[config.mk]
export PLATFORM = sky130hd
export DESIGN_NAME = wb_arbiter
export DESIGN_NICKNAME = d
export VERILOG_FILES = /design/src/logic/muldiv_types_pkg.sv /design/src/logic/muldiv_ctrl_pkg.sv /design/src/logic/wb_arbiter.sv
export VERILOG_INCLUDE_DIRS = /design/src /design/src/logic
export SDC_FILE = /design/constraint.sdc
export NUM_CORES = 1
export LEC_CHECK = 0
export BUFFER_PORTS_ARGS = -buffer_cell sky130_fd_sc_hd__buf_2
export CAP_MARGIN = 15
export CELL_PAD_IN_SITES_DETAIL_PLACEMENT = 2
export CELL_PAD_IN_SITES_GLOBAL_PLACEMENT = 2
export CORE_AREA = 2 2 95 97
export DETAILED_ROUTE_END_ITERATION = 16
export DIE_AREA = 0 0 97 99
export GPL_TIMING_DRIVEN = 0
export PLACE_DENSITY_LB_ADDON = 0.1
export SLEW_MARGIN = 15
export SYNTH_ARGS = -nofsm -noshare
export SYNTH_HDL_FRONTEND = slang
export SYNTH_SLANG_ARGS = --single-unit
export TNS_END_PERCENT = 5
[constraint.sdc]
create_clock -name vclk -period 1.35
set_clock_uncertainty 0.05 [all_clocks]
set_input_delay 0.135 -clock vclk [all_inputs]
set_output_delay 0.135 -clock vclk [all_outputs]
set_load 0.01 [all_outputs]
[src/logic/muldiv_settings.svh]
// Width and iteration constants for the M-extension multiply/divide block
// Included by the type package and by every RTL file that sizes a datapath
`ifndef MULDIV_SETTINGS_SVH
`define MULDIV_SETTINGS_SVH

// Operand and result width, RV64
`define MULDIV_XLEN 64

// Operation identifier carried to writeback
`define MULDIV_TAG_W 4

// One restoring step per quotient bit
`define MULDIV_DIV_STEPS `MULDIV_XLEN

`endif

[src/logic/muldiv_types_pkg.sv]
// Datapath vector types and the issued-operation struct
// Referenced by scoped name from the RTL and the testbench
`include "muldiv_settings.svh"

package muldiv_types_pkg;

    // Full-width operand or result
    typedef logic [`MULDIV_XLEN-1:0] bus64_t;

    // Double-width product, before word selection
    typedef logic [2*`MULDIV_XLEN-1:0] bus128_t;

    typedef logic [31:0] bus32_t;              // Low word for the W forms

    typedef logic [2:0] funct3_t;              // Bit 2 splits multiply from divide

    typedef logic [`MULDIV_TAG_W-1:0] tag_t;   // Follows the op to writeback

    // One issued operation, about 136 bits
    typedef struct packed {
        funct3_t funct3;    // MUL..MULHU, DIV..REMU
        logic    int_32;    // W form, low word only
        bus64_t  rs1;       // Multiplicand or dividend
        bus64_t  rs2;       // Multiplier or divisor
        tag_t    tag;
    } muldiv_op_t;

endpackage

[src/logic/muldiv_ctrl_pkg.sv]
// Divider FSM encoding and the writeback payload shared by both units
// Referenced by scoped name, builds on the datapath types
package muldiv_ctrl_pkg;

    // Divider sequence
    typedef enum logic [1:0] {
        DIV_IDLE,   // Waiting for a start
        DIV_RUN,    // Shift-subtract steps
        DIV_FIX,    // Signs, special cases, word select
        DIV_HOLD    // Result held until the bus is granted
    } div_state_t;

    // Result with its tag, 68 bits
    typedef struct packed {
        muldiv_types_pkg::tag_t   tag;
        muldiv_types_pkg::bus64_t result;
    } wb_t;

endpackage

[src/logic/wb_arbiter.sv]
// Fixed-priority owner of the shared writeback bus
// Multiplier first since its stage cannot stall, divider waits in its hold state
`timescale 1ns/100ps

module wb_arbiter (
    input  logic                 mul_req_i,
    input  muldiv_ctrl_pkg::wb_t mul_wb_i,
    input  logic                 div_req_i,
    input  muldiv_ctrl_pkg::wb_t div_wb_i,
    output logic                 div_grant_o,
    output logic                 wb_valid_o,
    output muldiv_ctrl_pkg::wb_t wb_o
);

    logic mul_sel;      // Multiplier owns the bus this cycle
    logic div_sel;

    // Multiplier wins any conflict
    assign mul_sel = mul_req_i;
    assign div_sel = div_req_i & ~mul_req_i;

    // Divider sees its grant only when the bus is free of a product
    assign div_grant_o = div_sel;

    // One pulse per winning request
    assign wb_valid_o = mul_sel | div_sel;

    // Payload mux, tag travels with the result
    always_comb begin
        if (mul_sel)
            wb_o = mul_wb_i;
        else
            wb_o = div_wb_i;   // Don't care when nothing is valid
    end

endmodule

; ---- After elaboration in Yosys (flattened, before gate mapping)
; Index checks and enable logic that the tools add are counted.
[word_totals]
regBits = 0
input_bits = 138
output_inout_bits = 70
word_cells = 4
[op_classes]
n_mux = 1
bitwise_logic = 3
[op_table]
columns = op, count
row1 = two-way mux 68 bit, 1
row2 = bitwise AND 1 bit, 1
row3 = NOT 1 bit, 1
row4 = OR 1 bit, 1

; ---- Longest topological paths before layout
; Gate-level depths: netlist of run 1.
[depth]
depth_word = 3
mapped_depth = 3
depth_no_buf = 1

; ---- Worst setup path after synthesis of run 1
; No wires, ideal clock.
[synth_timing]
kind = input -> output
startpoint = input mul_req_i
endpoint = output wb_o[0] in the netlist's numbering
arrival_ps = 759
required_ps = 1165
setup_slack_ps = 406
stages = 3
n_path_buf = 2
cell_sequence = buf_6 buf_12 mux2_4
[synth_lines]
columns = element, line_no
row1 = "start, declared", wb_arbiter.sv:6  ; input logic mul_req_i,
row2 = "end, declared", wb_arbiter.sv:12  ; output muldiv_ctrl_pkg::wb_t wb_o

==> impl_summary.md, run 1 <==
Routing
The routed length on met2 is a little under 3000 um. The routed length on met1 is between 1500 and 2000 um. The uppermost layer routed is met4.

The final layout contains routed wiring with a total length of between 5000 and 6000 um. The ratio of routed vias to standard cells is approximately 3.9. Once detail routing completed, the nets flagged for antenna violations numbered 0. Dividing the detail-routed wire length by the instance count gives about 14 um.

The first detailed-routing pass took 3 iterations. Detailed routing placed a total of 533 um of wire on met3. The first routing iteration left 3 violations. The routed layout has roughly 1.5k vias. After detailed routing, the number of remaining DRC violations is 0.

Cells and area
In the final layout, flip-flops and latches occupy 0 um^2. The antenna diode count is 0. The number of flip-flops and latches is 0. The layout has 1,019 filler cells. The library cell used most frequently in the layout, excluding fill and tap cells, is sky130_fd_sc_hd__buf_2. Cells with a size suffix above 1 make up 99.6% of the layout. The area growth from synthesis to layout is 98.8%. In the layout the commonest cells are sky130_fd_sc_hd__buf_2, sky130_fd_sc_hd__mux2_4, sky130_fd_sc_hd__buf_12. The final cell count without fillers is 393.

With fillers left out, the area of the finished cells amounts to ~0.0024 mm^2. In the final design database the tool counted about 430 nets. Counting the clock-network buffers in the layout gives 0.

Critical path
The worst setup path is of the in2out kind. The worst path arrival time is a little over 0.9 ns. The type of element launching the critical path is an input pin.

The maximum fanout encountered on the critical timing path is 10. The critical path required time is 1.16 ns. The element type at the critical path end is a primary output.

Power
Of the total power, combinational logic draws 100.0%. The sequential power share is 0%. In this run switching power makes up 36.9% of total power.

The internal portion of total power is 524 uW. The maximum ir drop on the vdd rail is between 80 and 90 uV. The clock group share of total power is 0%. The analysis attributes to net switching a power of slightly above 300 uW.

Power spread over the standard cell area amounts to around 350 mW/mm^2. The power after layout is around 830 uW. The static leakage power is approximately 0.0014 uW.

Placed design
During placement, the flow inserted port buffers numbering 207. The placed instance count is between 300 and 400. The post-placement worst setup slack is approximately 0.23 ns. The final weighted congestion in routability-driven placement is a little under 0.7. In this run the cell area measured after placement is 0.00236 mm^2. The detailed-placement wirelength estimate is ~5000 um.

Synthesis
The share of the Yosys chip area taken by registers is 0%. The synthesized area per cell is 15.2 um^2. The cell count after synthesis came out at 78. The number of nets in the synthesized netlist is ~220.

The number of warnings issued by yosys is 0. The total standard cell area after synthesis is 0.00118 mm^2. Counting distinct cell types in the post-synthesis netlist gives 5.

Run
Max-cap violations in this run came to 0.

STA
In the post-route analysis, the smallest setup slack over all paths is 0.244 ns. The final count of hold timing violations is 0. The worst path in the final design needs a cycle of 1.11 ns, including I/O delays and setup.

The highest clock rate is approximately 900 MHz. The final max-slew violation count is 0. At the pin with the least slew margin, the transition time is about 0.16 ns. Setup repair after global routing left no endpoint under its margin. The setup-violating endpoint count in the final report is 0.

The setup total negative slack is 0 ns. Of the available clock period, the critical path in the final layout requires between 80 and 90%. The worst slew slack as a fraction of its limit is just under 90%.

Worst hold path
The path class of the tightest hold or removal check is in2out.

Outcome
The run finished with clean final reports.

Clocking
Gates resized during post-CTS repair numbered 0. Post-CTS timing repair inserted 0 buffers for setup. In this run, post-CTS hold repair placed 0 buffers.

Global routing
The pin count of the biggest net entering global routing is 11. The total congestion overflow is 0. The wire length of the first global-routing pass is ~8000 um.

Global routing consumed, over all layers together, 9.86% of the routing resources. The initial antenna violation count is 0. The via count of the first global-routing pass is 1,647.

Floorplan
The initial utilization of the core area, before any placement, comes to between 10% and 20%. The standard-cell row count is 34. The die covers approximately 0.0096 mm^2. The die is just under 100 um tall. The number of top-level design ports is 208. The width of the die is 97 um. The core area is 0.00855 mm^2.
[metal layers]
layer | track usage (%) | up-vias
li1 | - | 712
met5 | 0 | -
met2 | 20.3 | 106
met4 | 1.19 | 0
met1 | 10.3 | 704
met3 | 2.34 | 6
[power groups by stage]
stage / registers [uW] / logic (uW) / clock network [uW]
after global placement: 0 / 833 / 0
after CTS: 0 / 847 / 0
after floorplan: 0 / 466 / 0
after detailed placement: 0 / 844 / 0
after global routing: 0 / 893 / 0
final: 0 / 831 / 0
[path summary, 6_finish.rpt]
check	to	depth (start not counted)	startpoint	slack (ns)
max	wb_o[24]	4	mul_req_i	0.24
min	wb_valid_o	3	div_req_i	0.51
[cells in the mapped netlist (all sizes together)]
| cell type | instances | area (um^2) |
|---|---|---|
| buf | 8 | 151 |
| mux2 | 68 | 1020 |
| nor2b | 1 | 6.26 |
| or2 | 1 | 6.26 |
[metrics by stage]
| stage | hold slack, ns | util (%) |
|---|---|---|
| after floorplan | 0.324 | - |
| final | 0.511 | 27.6 |
| after detailed placement | 0.512 | 27.6 |
| after global placement | 0.514 | 27.6 |
| after global routing | 0.524 | 27.6 |
| after CTS | 0.513 | 27.6 |
[cell type report]
cell class / count / area, um^2 / area share, %
multi-input combinational: 70 / 1030 / 43.9
buffer: 8 / 151 / 6.43
tap: 108 / 135 / 5.74
timing repair buffer: 207 / 1040 / 44.0
[critical path, stage by stage]
cell and delay [ns]:
sky130_fd_sc_hd__buf_6 0.17, sky130_fd_sc_hd__buf_12 0.17, sky130_fd_sc_hd__mux2_4 0.30, sky130_fd_sc_hd__buf_2 0.15
[logic make-up after synthesis]
group	after synthesis	share of synthesized area, %
mux	68	86.2
buf+inv	8	12.8
simple gates	2	1.06
Note: power is estimated with default switching activity, not from simulation.
==> run 2, diff against run 1 <==
Settings changed: ABC_AREA set to 1, CORE_AREA 2 2 95 97 to 2 2 97 99, DIE_AREA 0 0 97 99 to 0 0 99 101.
Clock period 1.35 ns to 1.1 ns, I/O delays scaled along.
==> run 2 against run 1 <==
Synthesized area is 26% lower. Largest cell class unchanged. Critical path type unchanged. Highest routed layer is now met3. Setup slack worse by 0.15 ns. Sequential share of layout area unchanged.
==> impl_summary.md, run 2 <==
Placed design
In this run the tool buffered the top-level ports with 207 buffer cells. The detailed-placement wirelength estimate is between 6000 and 7000 um. The final weighted congestion in routability-driven placement is slightly above 0.7.

Synthesis
Sorting the synthesized cells by area gives the leading types as sky130_fd_sc_hd__nand2_1, sky130_fd_sc_hd__buf_2, sky130_fd_sc_hd__buf_6, sky130_fd_sc_hd__buf_4, sky130_fd_sc_hd__inv_4. Of the synthesized area, sequential elements account for 0%. After synthesis, the most frequently instantiated cells are sky130_fd_sc_hd__nand2_1, sky130_fd_sc_hd__buf_2, sky130_fd_sc_hd__buf_6, sky130_fd_sc_hd__buf_4. The total standard cell area after synthesis is 882 um^2.

The cell taking the most area after synthesis is sky130_fd_sc_hd__nand2_1. During synthesis, Yosys emitted a total of 0 warnings. The count of cell types in the netlist is 7.

The synthesized net count is 361. The synthesized area per cell is 3.96 um^2. The share of Yosys cell area claimed by the top area cell type is a little under 90%. The instance count of the mapped netlist is 223. The most common cell in the synthesized netlist is sky130_fd_sc_hd__nand2_1.

Routing
The uppermost layer routed is met3. Once detail routing completed, the nets flagged for antenna violations numbered 0. The first-iteration detailed-routing DRC count is 25. The sum of routed wire length over all layers is 6880 um.

The routed length on met1 is roughly 2600 um. Dividing the detail-routed wire length by the instance count gives approximately 13 um. Summed over all nets, wire length on met3 after detailed routing comes to roughly 540 um.

Summing over every cut layer, the via total after detailed routing is between 2k and 2.5k. The ratio of routed vias to standard cells is approximately 3.9. For this run, design rule violations remaining after detail routing come to 0.

The number of detailed-route iterations in the first pass is 4. The routed length on met2 is roughly 3700 um.

STA
The final count of hold timing violations was 0. The highest clock rate is between 900 and 1000 MHz. The final max-slew violation count was 0. Measured against its own limit, the worst slew margin works out to ~87%. The post-route worst hold slack is around 0.44 ns. Setup violations remaining at the end of the flow were counted as 0. Setup repair after global routing could not meet its margin everywhere. The final critical-path share of the clock period is about nine tenths.

The measured slew at the worst slew-check pin is between 0.15 and 0.2 ns. The post-layout minimum cycle time is ~1.0 ns.

Cells and area
Registers take 0 um^2. Leaving out fill and tap cells, the most frequent cell in the layout is sky130_fd_sc_hd__buf_2. The fraction of final layout cells with drive strength greater than 1 is 51.9%.

The design has 0 sequential cells. The antenna diode count is 0. Measured on the finished design, the core utilization comes to 23.1%.

The final net count is 570. The layout-stage area growth over the synthesis result is 135%. The number of clock buffers in the layout is 0.

Leaving out fill and tap cells, the most frequent cells in the layout are sky130_fd_sc_hd__buf_2, sky130_fd_sc_hd__nand2_1, sky130_fd_sc_hd__buf_8, sky130_fd_sc_hd__buf_6, sky130_fd_sc_hd__clkbuf_4.

Run
The max-capacitance violation count is 0.

Floorplan
The width of the die is 99 um. In this run the count of I/O pins placed on the die edge is around 210. The floorplan die area is roughly 0.010 mm^2. The core area is about 0.0090 mm^2.

The floorplan has 35 rows. The vertical die dimension is between 100 and 150 um. Once the floorplan was initialized, standard cells occupied 9.83% of the core.

Critical path
The worst stage delay on the critical path is roughly 0.15 ns. The maximum fanout encountered on the critical timing path is 10. The start-to-end type of the worst setup path is in2out. The signal on the critical path passes through buf_4 -> inv_4 -> buf_8 -> buf_8 -> nand2_1 -> nand2_1 -> buf_2.

The worst-path cell with the longest stage delay is sky130_fd_sc_hd__buf_4. The worst path arrival time is approximately 0.85 ns. The type of element launching the critical path is an input pin. The worst setup path is captured at a primary output. For the worst setup path, the data required time is approximately 0.94 ns.

Global routing
Global routing used around an eighth of the available tracks. The via count of the first global-routing pass is between 2k and 2.5k. The first global-routing pass estimated ~10,000 um of wire. The pin count of the biggest net entering global routing is 11.

The initial antenna violation count is 0. The total congestion overflow is 0.

Power
The power per unit of standard cell area is 420 mW/mm^2. Across the VDD grid, the largest voltage drop is 79.6 uV. The power after layout is around 870 uW.

The static leakage power is around 0.0015 uW.

Clocking
In this run, post-CTS repair resized a total of 0 instances. The number of setup buffers added after CTS is 0. The post-cts hold buffer count is 0.

Worst hold path
The type of the tightest min-delay check is in2out.

Outcome
The flow ran to the end, and the final reports show no timing, DRC or antenna violations.
[run 2: cell count changes in the layout (fill, tap and decap cells not counted), sizes merged, moves of 2 or more]
| cell | previous run | this run |
|---|---|---|
| buf | 215 | 220 |
| clkbuf | 0 | 2 |
| inv | 0 | 2 |
| mux2 | 68 | 0 |
| nand2 | 0 | 205 |
[run 2: where the power goes]
part | switching, uW | total [uW] | internal [uW]
combinational | 449 | 870 | 421
sequential | 0 | 0 | 0
clock | 0 | 0 | 0
total | 449 | 870 | 421
[run 2: kinds of logic after synthesis]
group / Yosys count / share of synthesized area, %
buffers and inverters: 17 / 12.3
and+or+nand+nor: 206 / 87.7
[run 2: layout make-up]
cell class                 count  area [um^2]
fill                        1213         6900
timing repair buffer         207         1040
multi-input combinational    206          773
tap                          111          139
buffer                        15          115
inverter                       2         10.0
[run 2: worst paths after layout]
check | startpoint | endpoint | cells after the start | slack [ns]
setup / recovery | mul_req_i | wb_o[60] | 7 | 0.09
hold / removal | div_wb_i[57] | wb_o[57] | 4 | 0.44
[run 2: worst max-delay path: cells and delay by family]
kind / cells / cell delay [ns]
buf+inv: 5 / 0.64
simple gates: 2 / 0.11
[run 2: routing by layer]
layer	vias up	track usage, %
li1	1067	-
met1	952	14.4
met2	103	25.5
met3	0	2.01
met4	0	0
met5	-	0
[run 2: stage by stage]
stage | instances | setup TNS [ns] | instance area, um^2 | setup slack [ns]
finish | 541 | 0 | 2070 | 0.0939
global route | 541 | -0.000368 | 2070 | -0.000368
CTS | 541 | 0 | 2060 | 0.0455
detailed placement | 541 | 0 | 2060 | 0.0491
global placement | 541 | 0 | 2060 | 0.0628
floorplan | 223 | 0 | 882 | 0.263
