## src/logic/muldiv_settings.svh

```systemverilog
// Width and iteration constants for the M-extension multiply/divide block
// Included by the type package and by every RTL file that sizes a datapath
`ifndef MULDIV_SETTINGS_SVH
`define MULDIV_SETTINGS_SVH

// Operand and result width, RV64
`define MULDIV_XLEN 64

// Operation identifier carried to writeback
`define MULDIV_TAG_W 4

// One restoring step per quotient bit
`define MULDIV_DIV_STEPS `MULDIV_XLEN

`endif

```

## src/logic/muldiv_types_pkg.sv

```systemverilog
// Datapath vector types and the issued-operation struct
// Referenced by scoped name from the RTL and the testbench
`include "muldiv_settings.svh"

package muldiv_types_pkg;

    // Full-width operand or result
    typedef logic [`MULDIV_XLEN-1:0] bus64_t;

    // Double-width product, before word selection
    typedef logic [2*`MULDIV_XLEN-1:0] bus128_t;

    typedef logic [31:0] bus32_t;              // Low word for the W forms

    typedef logic [2:0] funct3_t;              // Bit 2 splits multiply from divide

    typedef logic [`MULDIV_TAG_W-1:0] tag_t;   // Follows the op to writeback

    // One issued operation, about 136 bits
    typedef struct packed {
        funct3_t funct3;    // MUL..MULHU, DIV..REMU
        logic    int_32;    // W form, low word only
        bus64_t  rs1;       // Multiplicand or dividend
        bus64_t  rs2;       // Multiplier or divisor
        tag_t    tag;
    } muldiv_op_t;

endpackage

```

## src/logic/muldiv_ctrl_pkg.sv

```systemverilog
// Divider FSM encoding and the writeback payload shared by both units
// Referenced by scoped name, builds on the datapath types
package muldiv_ctrl_pkg;

    // Divider sequence
    typedef enum logic [1:0] {
        DIV_IDLE,   // Waiting for a start
        DIV_RUN,    // Shift-subtract steps
        DIV_FIX,    // Signs, special cases, word select
        DIV_HOLD    // Result held until the bus is granted
    } div_state_t;

    // Result with its tag, 68 bits
    typedef struct packed {
        muldiv_types_pkg::tag_t   tag;
        muldiv_types_pkg::bus64_t result;
    } wb_t;

endpackage

```

## src/logic/div_unit.sv

```systemverilog
// Restoring shift-subtract divider for DIV, DIVU, REM, REMU and W forms
// One quotient bit per cycle, result held until the writeback grant
`timescale 1ns/100ps
`include "muldiv_settings.svh"

module div_unit (
    input  logic                       clk_i,
    input  logic                       reset_i,
    input  logic                       start_i,
    input  muldiv_types_pkg::muldiv_op_t op_i,
    input  logic                       grant_i,
    output logic                       busy_o,
    output logic                       req_o,
    output muldiv_ctrl_pkg::wb_t       wb_o
);

    localparam int CNT_W = $clog2(`MULDIV_DIV_STEPS + 1);

    muldiv_ctrl_pkg::div_state_t state_q;
    logic [CNT_W-1:0]            step_q;
    muldiv_types_pkg::bus64_t    quo_q;        // Dividend shifts out, quotient in
    muldiv_types_pkg::bus64_t    rem_q;        // Partial remainder
    muldiv_types_pkg::bus64_t    divisor_q;    // Divisor magnitude
    muldiv_types_pkg::bus64_t    dividend_q;   // Extended dividend for special cases
    logic                        q_neg_q;
    logic                        r_neg_q;
    logic                        dz_q;         // Divide by zero
    logic                        ovf_q;        // MIN / -1
    logic                        is_rem_q;
    logic                        w_q;
    muldiv_ctrl_pkg::wb_t        wb_q;
    logic                        is_signed;
    muldiv_types_pkg::bus32_t    a_lo;
    muldiv_types_pkg::bus32_t    b_lo;
    muldiv_types_pkg::bus64_t    a_ext;
    muldiv_types_pkg::bus64_t    b_ext;
    logic                        a_neg;
    logic                        b_neg;
    logic                        a_min;
    logic [`MULDIV_XLEN:0]       trial;        // Remainder with next dividend bit
    logic [`MULDIV_XLEN:0]       diff;
    logic                        fits;
    muldiv_types_pkg::bus64_t    q_fix;
    muldiv_types_pkg::bus64_t    r_fix;
    muldiv_types_pkg::bus64_t    res_fix;

    assign is_signed = ~op_i.funct3[0];        // DIV, REM
    assign a_lo      = op_i.rs1[31:0];
    assign b_lo      = op_i.rs2[31:0];

    // W forms extend the low word by signedness
    always_comb begin
        a_ext = op_i.rs1;
        b_ext = op_i.rs2;
        if (op_i.int_32) begin
            a_ext = {{(`MULDIV_XLEN-32){is_signed & a_lo[31]}}, a_lo};
            b_ext = {{(`MULDIV_XLEN-32){is_signed & b_lo[31]}}, b_lo};
        end
    end

    assign a_neg = is_signed & a_ext[`MULDIV_XLEN-1];
    assign b_neg = is_signed & b_ext[`MULDIV_XLEN-1];
    assign a_min = op_i.int_32 ? (a_lo == 32'h8000_0000)
                               : (a_ext == {1'b1, {(`MULDIV_XLEN-1){1'b0}}});

    // Restoring step
    assign trial = {rem_q, quo_q[`MULDIV_XLEN-1]};
    assign diff  = trial - {1'b0, divisor_q};
    assign fits  = trial >= {1'b0, divisor_q};

    // Signs, special cases and word select
    always_comb begin
        q_fix = q_neg_q ? -quo_q : quo_q;
        r_fix = r_neg_q ? -rem_q : rem_q;
        if (dz_q) begin
            q_fix = '1;
            r_fix = dividend_q;
        end else if (ovf_q) begin
            q_fix = dividend_q;
            r_fix = '0;
        end
        res_fix = is_rem_q ? r_fix : q_fix;
        if (w_q)
            res_fix = {{(`MULDIV_XLEN-32){res_fix[31]}}, res_fix[31:0]};
    end

    always_ff @(posedge clk_i) begin
        if (reset_i) begin
            state_q <= muldiv_ctrl_pkg::DIV_IDLE;
            step_q  <= '0;
        end else begin
            case (state_q)
                muldiv_ctrl_pkg::DIV_IDLE: begin
                    if (start_i) begin
                        state_q <= muldiv_ctrl_pkg::DIV_RUN;
                        step_q  <= '0;
                    end
                end
                muldiv_ctrl_pkg::DIV_RUN: begin
                    step_q <= step_q + 1'b1;
                    if (step_q == CNT_W'(`MULDIV_DIV_STEPS - 1))
                        state_q <= muldiv_ctrl_pkg::DIV_FIX;     // Last bit done
                end
                muldiv_ctrl_pkg::DIV_FIX:  state_q <= muldiv_ctrl_pkg::DIV_HOLD;
                muldiv_ctrl_pkg::DIV_HOLD: begin
                    if (grant_i)
                        state_q <= muldiv_ctrl_pkg::DIV_IDLE;
                end
                default: state_q <= muldiv_ctrl_pkg::DIV_IDLE;
            endcase
        end
    end

    always_ff @(posedge clk_i) begin
        case (state_q)
            muldiv_ctrl_pkg::DIV_IDLE: begin
                if (start_i) begin
                    quo_q      <= a_neg ? -a_ext : a_ext;        // Magnitudes
                    divisor_q  <= b_neg ? -b_ext : b_ext;
                    rem_q      <= '0;
                    dividend_q <= a_ext;
                    q_neg_q    <= a_neg ^ b_neg;
                    r_neg_q    <= a_neg;                         // Remainder follows dividend
                    dz_q       <= (b_ext == '0);
                    ovf_q      <= is_signed & a_min & (b_ext == '1);
                    is_rem_q   <= op_i.funct3[1];
                    w_q        <= op_i.int_32;
                    wb_q.tag   <= op_i.tag;
                end
            end
            muldiv_ctrl_pkg::DIV_RUN: begin
                quo_q <= {quo_q[`MULDIV_XLEN-2:0], fits};
                rem_q <= fits ? diff[`MULDIV_XLEN-1:0] : trial[`MULDIV_XLEN-1:0];
            end
            muldiv_ctrl_pkg::DIV_FIX: wb_q.result <= res_fix;
            default: ;                                            // Hold payload
        endcase
    end

    assign busy_o = (state_q != muldiv_ctrl_pkg::DIV_IDLE);
    assign req_o  = (state_q == muldiv_ctrl_pkg::DIV_HOLD);      // Stable until granted
    assign wb_o   = wb_q;

endmodule

```

## config.mk

```make
export PLATFORM = sky130hd
export DESIGN_NAME = div_unit
export DESIGN_NICKNAME = d
export VERILOG_FILES = /design/src/logic/muldiv_types_pkg.sv /design/src/logic/muldiv_ctrl_pkg.sv /design/src/logic/div_unit.sv
export VERILOG_INCLUDE_DIRS = /design/src /design/src/logic
export SDC_FILE = /design/constraint.sdc
export NUM_CORES = 1
export LEC_CHECK = 0
export BUFFER_PORTS_ARGS = -buffer_cell sky130_fd_sc_hd__buf_2
export CORE_UTILIZATION = 45
export CTS_BUF_LIST = sky130_fd_sc_hd__clkbuf_8 sky130_fd_sc_hd__clkbuf_16
export CTS_CLUSTER_SIZE = 40
export DETAILED_ROUTE_END_ITERATION = 16
export PLACE_DENSITY = 0.6
export SYNTH_ARGS = -nofsm -noshare
export SYNTH_HDL_FRONTEND = slang
export SYNTH_SLANG_ARGS = --single-unit
```

## constraint.sdc

```tcl
create_clock -name clk_i -period 10.4 [get_ports clk_i]
set_clock_uncertainty 0.05 [all_clocks]
set_input_delay 1.56 -clock clk_i [delete_from_list [all_inputs] [get_ports clk_i]]
set_output_delay 1.56 -clock clk_i [all_outputs]
set_load 0.02 [all_outputs]
```

# Yosys cells after proc, flatten, opt, wreduce, memory -nomap -nowiden
# Cells that the tools add are included.
[classes]
bitwise_logic = 8
n_lt_le_gt_ge = 1
addsub = 6
n_eq_ne = 10
reduce_logical = 7
n_mux = 24
[ops]
columns = ["cell", "count"]
rows = [
  ["64-bit 2-to-1 mux", 15],
  ["64-bit negator", 4],
  ["64-bit one-hot mux with 2 select lines", 2],
  ["64-bit == test (second input constant)", 2],
  ["65-bit by 64-bit >= comparator with 1-bit output", 1],
  ["64-bit logical NOT", 1],
  ["64-bit subtractor", 1],
  ["32-bit == test (second input constant)", 1],
  ["7-bit one-hot mux with 2 select lines", 1],
  ["2-bit one-hot mux with 4 select lines", 1],
  ["7-bit by 1-bit adder with 7-bit output (second input constant)", 1],
  ["7-bit by 6-bit == test with 1-bit output (second input constant)", 1],
  ["7-bit 2-to-1 mux", 1],
  ["1-bit AND", 6],
  ["2-bit 2-to-1 mux", 3],
  ["2-bit inequality test (second input constant)", 3],
  ["2-bit == test (second input constant)", 2],
  ["2-bit AND reduction", 2],
  ["2-bit nonzero test", 2],
  ["3-bit AND reduction", 1],
  ["2-bit by 1-bit == test with 1-bit output (second input constant)", 1],
  ["2-bit logical NOT", 1],
  ["1-bit 2-to-1 mux", 1],
  ["1-bit NOT", 1],
  ["1-bit XOR", 1],
]
[word_totals]
word_cells = 70
out_inout_bits = 70
reg_bits = 339
in_bits = 140

# Depth between registers and ports, before layout
# Gate-level depths: netlist of the first run.
[logic_depth]
word_depth = 7
mapped_depth = 16
ltp_nobuf = 13

# Least setup slack after synthesis of the first run
# Ideal clock, no wire load.
[synth_timing]
path_type = "input-to-reg"
startpoint = "input port start_i"
endpoint = "register quo_q[0], enable pin"
setup_time_ps = 479
arrival_ps = 7842
required_time_ps = 9871
setup_slack_ps = 2029
path_stages = 3
n_path_buf = 0
cell_sequence = "and2_1 -> a21oi_1 -> inv_1"
[synth_between]
elab_chain_cells = 2
[synth_rtl]
columns = ["item", "line", "text"]
rows = [
  ["start: declaration", "div_unit.sv:9", "input logic start_i,"],
  ["2-bit inequality test (no line)", "--", ""],
  ["2-bit AND reduction (no line)", "--", ""],
  ["end signal: assignment", "div_unit.sv:118", "quo_q <= a_neg ? -a_ext : a_ext;"],
  ["end signal: assignment", "div_unit.sv:132", "quo_q <= {quo_q[`MULDIV_XLEN-2:0], fits};"],
  ["end: declaration", "div_unit.sv:21", "muldiv_types_pkg::bus64_t quo_q;"],
]
# Every way passes these cells.
# A chain may end at the register's enable or synchronous reset.

# Worst setup path after layout of the first run
[layout_timing]
startpoint = "register rem_q[7]"
endpoint = "register rem_q[59], data pin"
[layout_between]
elab_chain_cells = 3
word_cells_on_any_way = 4
classes_between = "add/sub: 1; order compare: 1; mux: 2"
[layout_rtl]
columns = ["item", "line", "text"]
rows = [
  ["start: declaration", "div_unit.sv:22", "muldiv_types_pkg::bus64_t rem_q;"],
  ["start signal: assignment", "div_unit.sv:133", "rem_q <= fits ? diff[`MULDIV_XLEN-1:0] : trial[`MULDIV_XLEN-1:0];"],
  ["64-bit subtractor or 65-bit by 64-bit >= comparator with 1-bit output (tied branches)", "div_unit.sv:68, div_unit.sv:69", ""],
  ["64-bit 2-to-1 mux (*)", "div_unit.sv:133", ""],
  ["64-bit one-hot mux with 2 select lines (*)", "div_unit.sv:115", "case (state_q)"],
]
# Every way passes the cells marked *; elsewhere a longest branch is shown, timed or not.

==> summary.txt, run 1 <==
GRT
  – Busiest grt layer: met2
  – Largest net degree at the start of global routing: 88
  – M2 GR Usage: 41.1%
  – Met3 Use GR: under 10%
  – Global-route wire length before repair: around 120000 µm
  – Met1 global-route usage: 39.6%
  – Initial antenna violation count: 4
  – Global route total overflow: 0
  – Vias in the first global route: slightly above 20000
  – Total GRT Usage: roughly 27%

Synthesis
  – Largest family of logic cells by synthesized area: compound AO/OA/AOI/OAI gates
  – Post-synth ARST share: 0%
  – Mux cell area share after synthesis: under 10%
  – Simple-gate share of the synthesized area: 16.7%
  – Post-synthesis compound-gate area fraction: 21.0%
  – Synth Instances: around 2700
  – Post-synthesis sequential area ratio: about two fifths
  – Yosys warnings: 0
  – Adder-cell area share of the yosys netlist: between 3 and 4%
  – Synth Register Bits: 339
  – Distinct cell type count after synthesis: 87
  – Syn nets: 2953
  – Netlist Area Pre-Place: 24700 µm²
  – Avg Cell Area, Syn: 9.01 µm²
  – EDFF count, synth: between 300 and 400
  – Synth Area in XOR/XNOR: a little over a tenth
  – Top_reg_cell synth: edfxtp_1

Routing
  – Initial drt markers: 2005
  – Drt via density: 6.09
  – Antenna-violating nets left: 0
  – Drt pass-1 iters: 6
  – DRC: 0
  – Final wirelength: 77300 µm
  – Vias: 21800
  – Post-DR wirelength/cell: 21.6 µm

Timing
  – Final Critical Period: ~5500 ps
  – Worst slew margin: 25.6%
  – Worst-Margin Slew: 1120 ps
  – Final setup vio count: 0
  – Fmax: 182 MHz
  – Final period util: 52.9%
  – Max Slew Vio Count: 0
  – Final Hold Vio Count: 0
  – Unrepaired setup endpoints after global routing: false
  – Setup ws final: around 5000 ps
  – Fin Setup TNS: 0 ps

Pwr
  – P_leak: 10.1 nW
  – Seq pwr share: 32.2%
  – Clk network pwr share: 16.1%
  – Design internal power: between 4 and 5 mW
  – Combinational share of power: about half
  – Net Sw Frac: 46.0%
  – PD cells: 322 nW/µm²
  – Maximum vdd drop: 179 µV
  – NetSw: 4.06 mW

Hold path
  – HP Class: flip-flop to flip-flop
  – Hold depth: 2

CTS
  – CTS hold repair buffers: 0
  – TritonCTS Sinks: 339
  – PostCTS Resize Cnt: 0
  – Total CTS buffers: 40
  – Bufs on Longest Clock Path: 3
  – Clock slew at reported path FFs: 60 ps
  – Clk root buf: clkbuf_16
  – Clk Latency, worst-skew pair: just under 600 ps
  – H-Tree Level Count: 2
  – Post-CTS setup buffer count: 0
  – CTS tree: yes

Status
  – Status: finished, final reports clean

Setup path
  – Critical Path Max Stage Delay: 690 ps
  – Crit. path cell count: 12
  – Startpoint type of the worst setup path: flip-flop
  – CP max stage cell: buf_4
  – Delay-heaviest family, CP: compound AO/OA/AOI/OAI gates
  – Worst-path cell chain: ha_1 > nand3_1 > or2_2 > a311o_1 > nand4_1 > nand3_1 > o31a_1 > o41ai_1 > a211o_2 > buf_4 > nor2_1 > a22o_1
  – Worst Path Max Fanout: around 60
  – CP Capture Type: flip-flop
  – Worst EP arrival: 5760 ps
  – CP Data Required Time: 10660 ps
  – R2R depth: 12
  – WP buf/inv: 1
  – Crit Path Category: flip-flop to flip-flop
  – Most used cell, CP: nand3_1

Placement
  – DP HPWL: 57000 µm
  – I/O Buffers: 208
  – Setup slack at placement: just under 5000 ps
  – GPL Wtd Cong: 0.951
  – Post-DP Area: 26100 µm²

Floorplan
  – Core Box Area: 54000 µm²
  – I/O pins: between 200 and 250
  – Die Ht: 236 µm
  – Die Area: 55800 µm²
  – Initial core utilization: 45.7%
  – Width of the die: 236 µm
  – FP Rows: 85

Finish
  – Commonest non-fill, non-tap cell in the layout: edfxtp_1
  – Finished layout cell area: 27400 µm²
  – Area growth, synth to finish: 11.1%
  – Layout net count: 3073
  – Share of layout cells above drive strength 1: between 10% and 20%
  – Commonest non-fill, non-tap cells in the layout: edfxtp_1 (330), nand2_1 (277), nor2_1 (258), o21ai_0 (236), buf_2 (208)

Job
  – Max Cap Violations: 0
[per-layer routing]
metal | vias up | wire (µm)
li1 | 10300 | -
met1 | 10400 | 35400
met2 | 953 | 33500
met3 | 137 | 6070
met4 | 2 | 2310
met5 | - | 12
[cell type report]
class                           instances  area (µm²)
Fill cell                            5157       26600
Multi-Input combinational cell       2112       13400
Sequential cell                       339       10100
Timing Repair Buffer                  235        1240
Clock buffer                           40        1000
Tap cell                              696         871
Inverter                              130         490
Clock inverter                         30         282
Antenna cell                            2        5.00
[cells by family after synthesis]
family                   count (synthesis)
AO/OA/AOI/OAI                          812
adder cells (fa/ha/maj)                 75
multiplexers                            55
XOR/XNOR                               296
flip-flops                             339
buffers and inverters                  287
AND/OR/NAND/NOR                        874
[state kept, by name (all words and copies together) (netlist names), 2 cells and up]
| name | cells |
|---|---|
| step_q | 7 |
| dividend_q | 64 |
| divisor_q | 64 |
| state_q | 2 |
| quo_q | 64 |
| rem_q | 64 |
| wb_o | 68 |
[power groups by stage]
stage                     sequential [mW]  combinational [mW]  clock, mW
after global routing                 2.90                5.01       1.48
after global placement               2.82                4.47          0
final                                2.84                4.57       1.42
after detailed placement             2.85                4.51          0
after floorplan                      2.79                3.27          0
after CTS                            2.83                4.53       1.44
[cells in the mapped netlist, types with 5 or more instances]
| master | number | area share [%] |
|---|---|---|
| a21o_1 | 42 | 1.3 |
| o21a_1 | 13 | 0.40 |
| nor2b_1 | 16 | 0.41 |
| nor2_1 | 258 | 3.9 |
| o21ai_0 | 236 | 4.8 |
| nand2_1 | 277 | 4.2 |
| nor4_1 | 43 | 1.1 |
| o221ai_1 | 9 | 0.32 |
| or3_1 | 28 | 0.71 |
| a211o_1 | 5 | 0.18 |
| and3_1 | 8 | 0.20 |
| edfxtp_1 | 330 | 40 |
| o31ai_1 | 69 | 2.1 |
| or2_2 | 18 | 0.46 |
| and2_1 | 8 | 0.20 |
| xnor2_1 | 153 | 5.4 |
| o31a_1 | 6 | 0.21 |
| a211oi_1 | 24 | 0.73 |
| o211ai_1 | 46 | 1.4 |
| ha_1 | 74 | 3.8 |
| a221oi_1 | 18 | 0.64 |
| a22o_1 | 9 | 0.32 |
| nand4_1 | 39 | 0.99 |
| nand2b_1 | 21 | 0.53 |
| nand3_1 | 47 | 0.95 |
| buf_2 | 9 | 0.18 |
| o21bai_1 | 15 | 0.46 |
| dfxtp_1 | 9 | 0.73 |
| xor2_1 | 143 | 5.1 |
| o41ai_1 | 35 | 1.2 |
| a2111oi_0 | 6 | 0.21 |
| or4_1 | 21 | 0.64 |
| clkbuf_1 | 127 | 1.9 |
| a21oi_1 | 199 | 4.0 |
| buf_1 | 9 | 0.14 |
| inv_1 | 129 | 2.0 |
| nor3_1 | 58 | 1.2 |
| a31oi_1 | 16 | 0.41 |
| o22a_1 | 9 | 0.32 |
| buf_6 | 8 | 0.37 |
| mux2i_1 | 52 | 2.1 |
| a21boi_0 | 12 | 0.37 |
[worst min-delay path, delay by kind of cell, from the launching register on]
kind,cells,cell delay [ps]
simple gates,1,70
flops,1,340
xor+xnor,1,80
[final timing paths]
kind,from,end,slack (ps)
worst max-delay path,rem_q[7],rem_q[59],4900
worst min-delay path,step_q[6],step_q[6],470
worst max register to register,rem_q[7],rem_q[59],4900
worst min register to register,step_q[6],step_q[6],470
[per-stage QoR]
stage | hold slack (ps) | instances | power, mW | util [%]
after detailed placement | 459 | 3512 | 7.36 | 48.4
after global placement | 449 | 3512 | 7.29 | 48.4
after floorplan | 429 | 2738 | 6.06 | -
after global routing | 506 | 3584 | 9.40 | 50.7
after CTS | 477 | 3582 | 8.79 | 50.7
final | 469 | 3584 | 8.83 | 50.7
(Power assumes the default switching activity.)
==> inputs of run 2 (changes only) <==
==> constraint.sdc (replaced) <==
create_clock -name clk_i -period 5.6 [get_ports clk_i]
set_clock_uncertainty 0.05 [all_clocks]
set_input_delay 0.84 -clock clk_i [delete_from_list [all_inputs] [get_ports clk_i]]
set_output_delay 0.84 -clock clk_i [all_outputs]
set_load 0.02 [all_outputs]
==> run 2 against run 1 <==
Effect of this change: global-route usage fell by 0.20 points; combinational power rose by 87%; register-to-register slack got worse by 4100 ps; largest power group unchanged.
==> summary.txt, run 2 (synthesized netlist as in run 1, its figures left out) <==
Finish
  – Finished layout cell area: 27500 µm²
  – Multi-input gate area: about 13000 µm²
  – Commonest non-fill, non-tap cell in the layout: edfxtp_1
  – Register area: between 10000 and 15000 µm²
  – Final Non-Filler Cells: ~3600
  – Fill cells: between 5000 and 6000
  – Commonest non-fill, non-tap cells in the layout: edfxtp_1 (330), nand2_1 (277), nor2_1 (258), o21ai_0 (236), buf_2 (208)
  – Layout net count: 3078
  – Core Util, Final: roughly half
  – Share of layout cells above drive strength 1: between 10% and 20%
  – Area growth, synth to finish: 11.3%
  – Max FFs per register: 68

GRT
  – Initial antenna violation count: 1
  – Vias in the first global route: ~20000
  – Largest net degree at the start of global routing: 88
  – Global route total overflow: 0
  – Global-route wire length before repair: 118000 µm
  – Total GRT Usage: 26.9%

Routing
  – Vias: 21900
  – Drt via density: 6.09
  – DRC: 0
  – Antenna-violating nets left: 0
  – Initial drt markers: 2122
  – Final wirelength: roughly 77000 µm
  – Drt pass-1 iters: 6
  – Post-DR wirelength/cell: around 21 µm

Pwr
  – Total power: between 15 and 20 mW
  – P_leak: 10.2 nW
  – PD cells: slightly below 600 nW/µm²
  – Maximum vdd drop: 376 µV

Floorplan
  – Die Ht: 236 µm
  – Initial core utilization: ~46%
  – Width of the die: approximately 240 µm
  – I/O pins: 210
  – FP Rows: 85
  – Core Box Area: approximately 54000 µm²
  – Die Area: 55800 µm²

Placement
  – Setup slack at placement: 828 ps
  – Dpl cells: 3516
  – DP HPWL: 57200 µm
  – I/O Buffers: around 210
  – Post-DP Area: 26200 µm²
  – GPL Wtd Cong: 0.943

CTS
  – H-Tree Level Count: 2
  – CTS hold repair buffers: 0
  – PostCTS Resize Cnt: 0
  – Total CTS buffers: 41
  – TritonCTS Sinks: 339
  – CTS tree: yes
  – Post-CTS setup buffer count: 0
  – Clock slew at reported path FFs: ~60 ps
  – Bufs on Longest Clock Path: 3
  – Clk root buf: clkbuf_16
  – Clk Latency, worst-skew pair: 570 ps

Timing
  – Unrepaired setup endpoints after global routing: false
  – WHS: 405 ps
  – Worst slew margin: 24.5%
  – Final period util: 86.4%
  – Final setup vio count: 0
  – Final Hold Vio Count: 0
  – Fmax: 207 MHz
  – Worst-Margin Slew: 1130 ps
  – Final Critical Period: between 4000 and 5000 ps
  – Setup ws final: 760 ps
  – Fin Setup TNS: 0 ps
  – Max Slew Vio Count: 0

Setup path
  – R2R depth: 12
  – Worst Path Max Fanout: 66
  – CP Capture Type: flip-flop
  – CP Data Required Time: 5940 ps
  – Worst EP arrival: 5180 ps
  – Startpoint type of the worst setup path: flip-flop
  – Crit Path Category: flip-flop to flip-flop

Hold path
  – HP Class: input pin to flip-flop
  – Hold depth: 1

Job
  – Max Cap Violations: 0

Status
  – Status: finished, final reports clean
==> run 2: where the power goes <==
part | total (mW) | internal, mW | switching, mW
Combinational | 8.53 | 3.09 | 5.44
Clock | 2.57 | 1.49 | 1.08
Sequential | 5.29 | 4.27 | 1.01
==> run 2: path summary, 6_finish.rpt <==
check	from	endpoint	slack, ps
setup / recovery	rem_q[9]	rem_q[35]	760
hold / removal	op_i[0]	wb_o[64]	400
setup reg to reg	rem_q[9]	rem_q[35]	760
hold reg to reg	step_q[1]	step_q[1]	490
==> run 2: layout make-up <==
cell class	count	share of cell area, %
Inverter	130	1.79
Sequential cell	339	36.7
Clock inverter	28	0.683
Tap cell	696	3.17
Multi-Input combinational cell	2112	48.9
Timing Repair Buffer	239	4.73
Clock buffer	45	3.98
Antenna cell	2	0.0182
==> run 2: per-layer routing <==
| layer | share of wire [%] | GRT usage, % | up-vias |
|---|---|---|---|
| met3 | 7.7 | 4.11 | 109 |
| met5 | 0 | 0 | - |
| met4 | 2.3 | 6.91 | 0 |
| met2 | 44 | 41.2 | 969 |
| met1 | 46 | 39.4 | 10400 |
| li1 | - | - | 10400 |
==> run 2: critical path: stages, from the launching register on <==
cell and delay (ps):
edfxtp_1 530, ha_1 450, nand3_1 190, or2_2 330, a311o_1 360, nand4_1 150
nand3_1 180, o31a_1 450, o41ai_1 790, a211o_2 330, buf_12 350, o21ai_0 270
a21oi_1 200
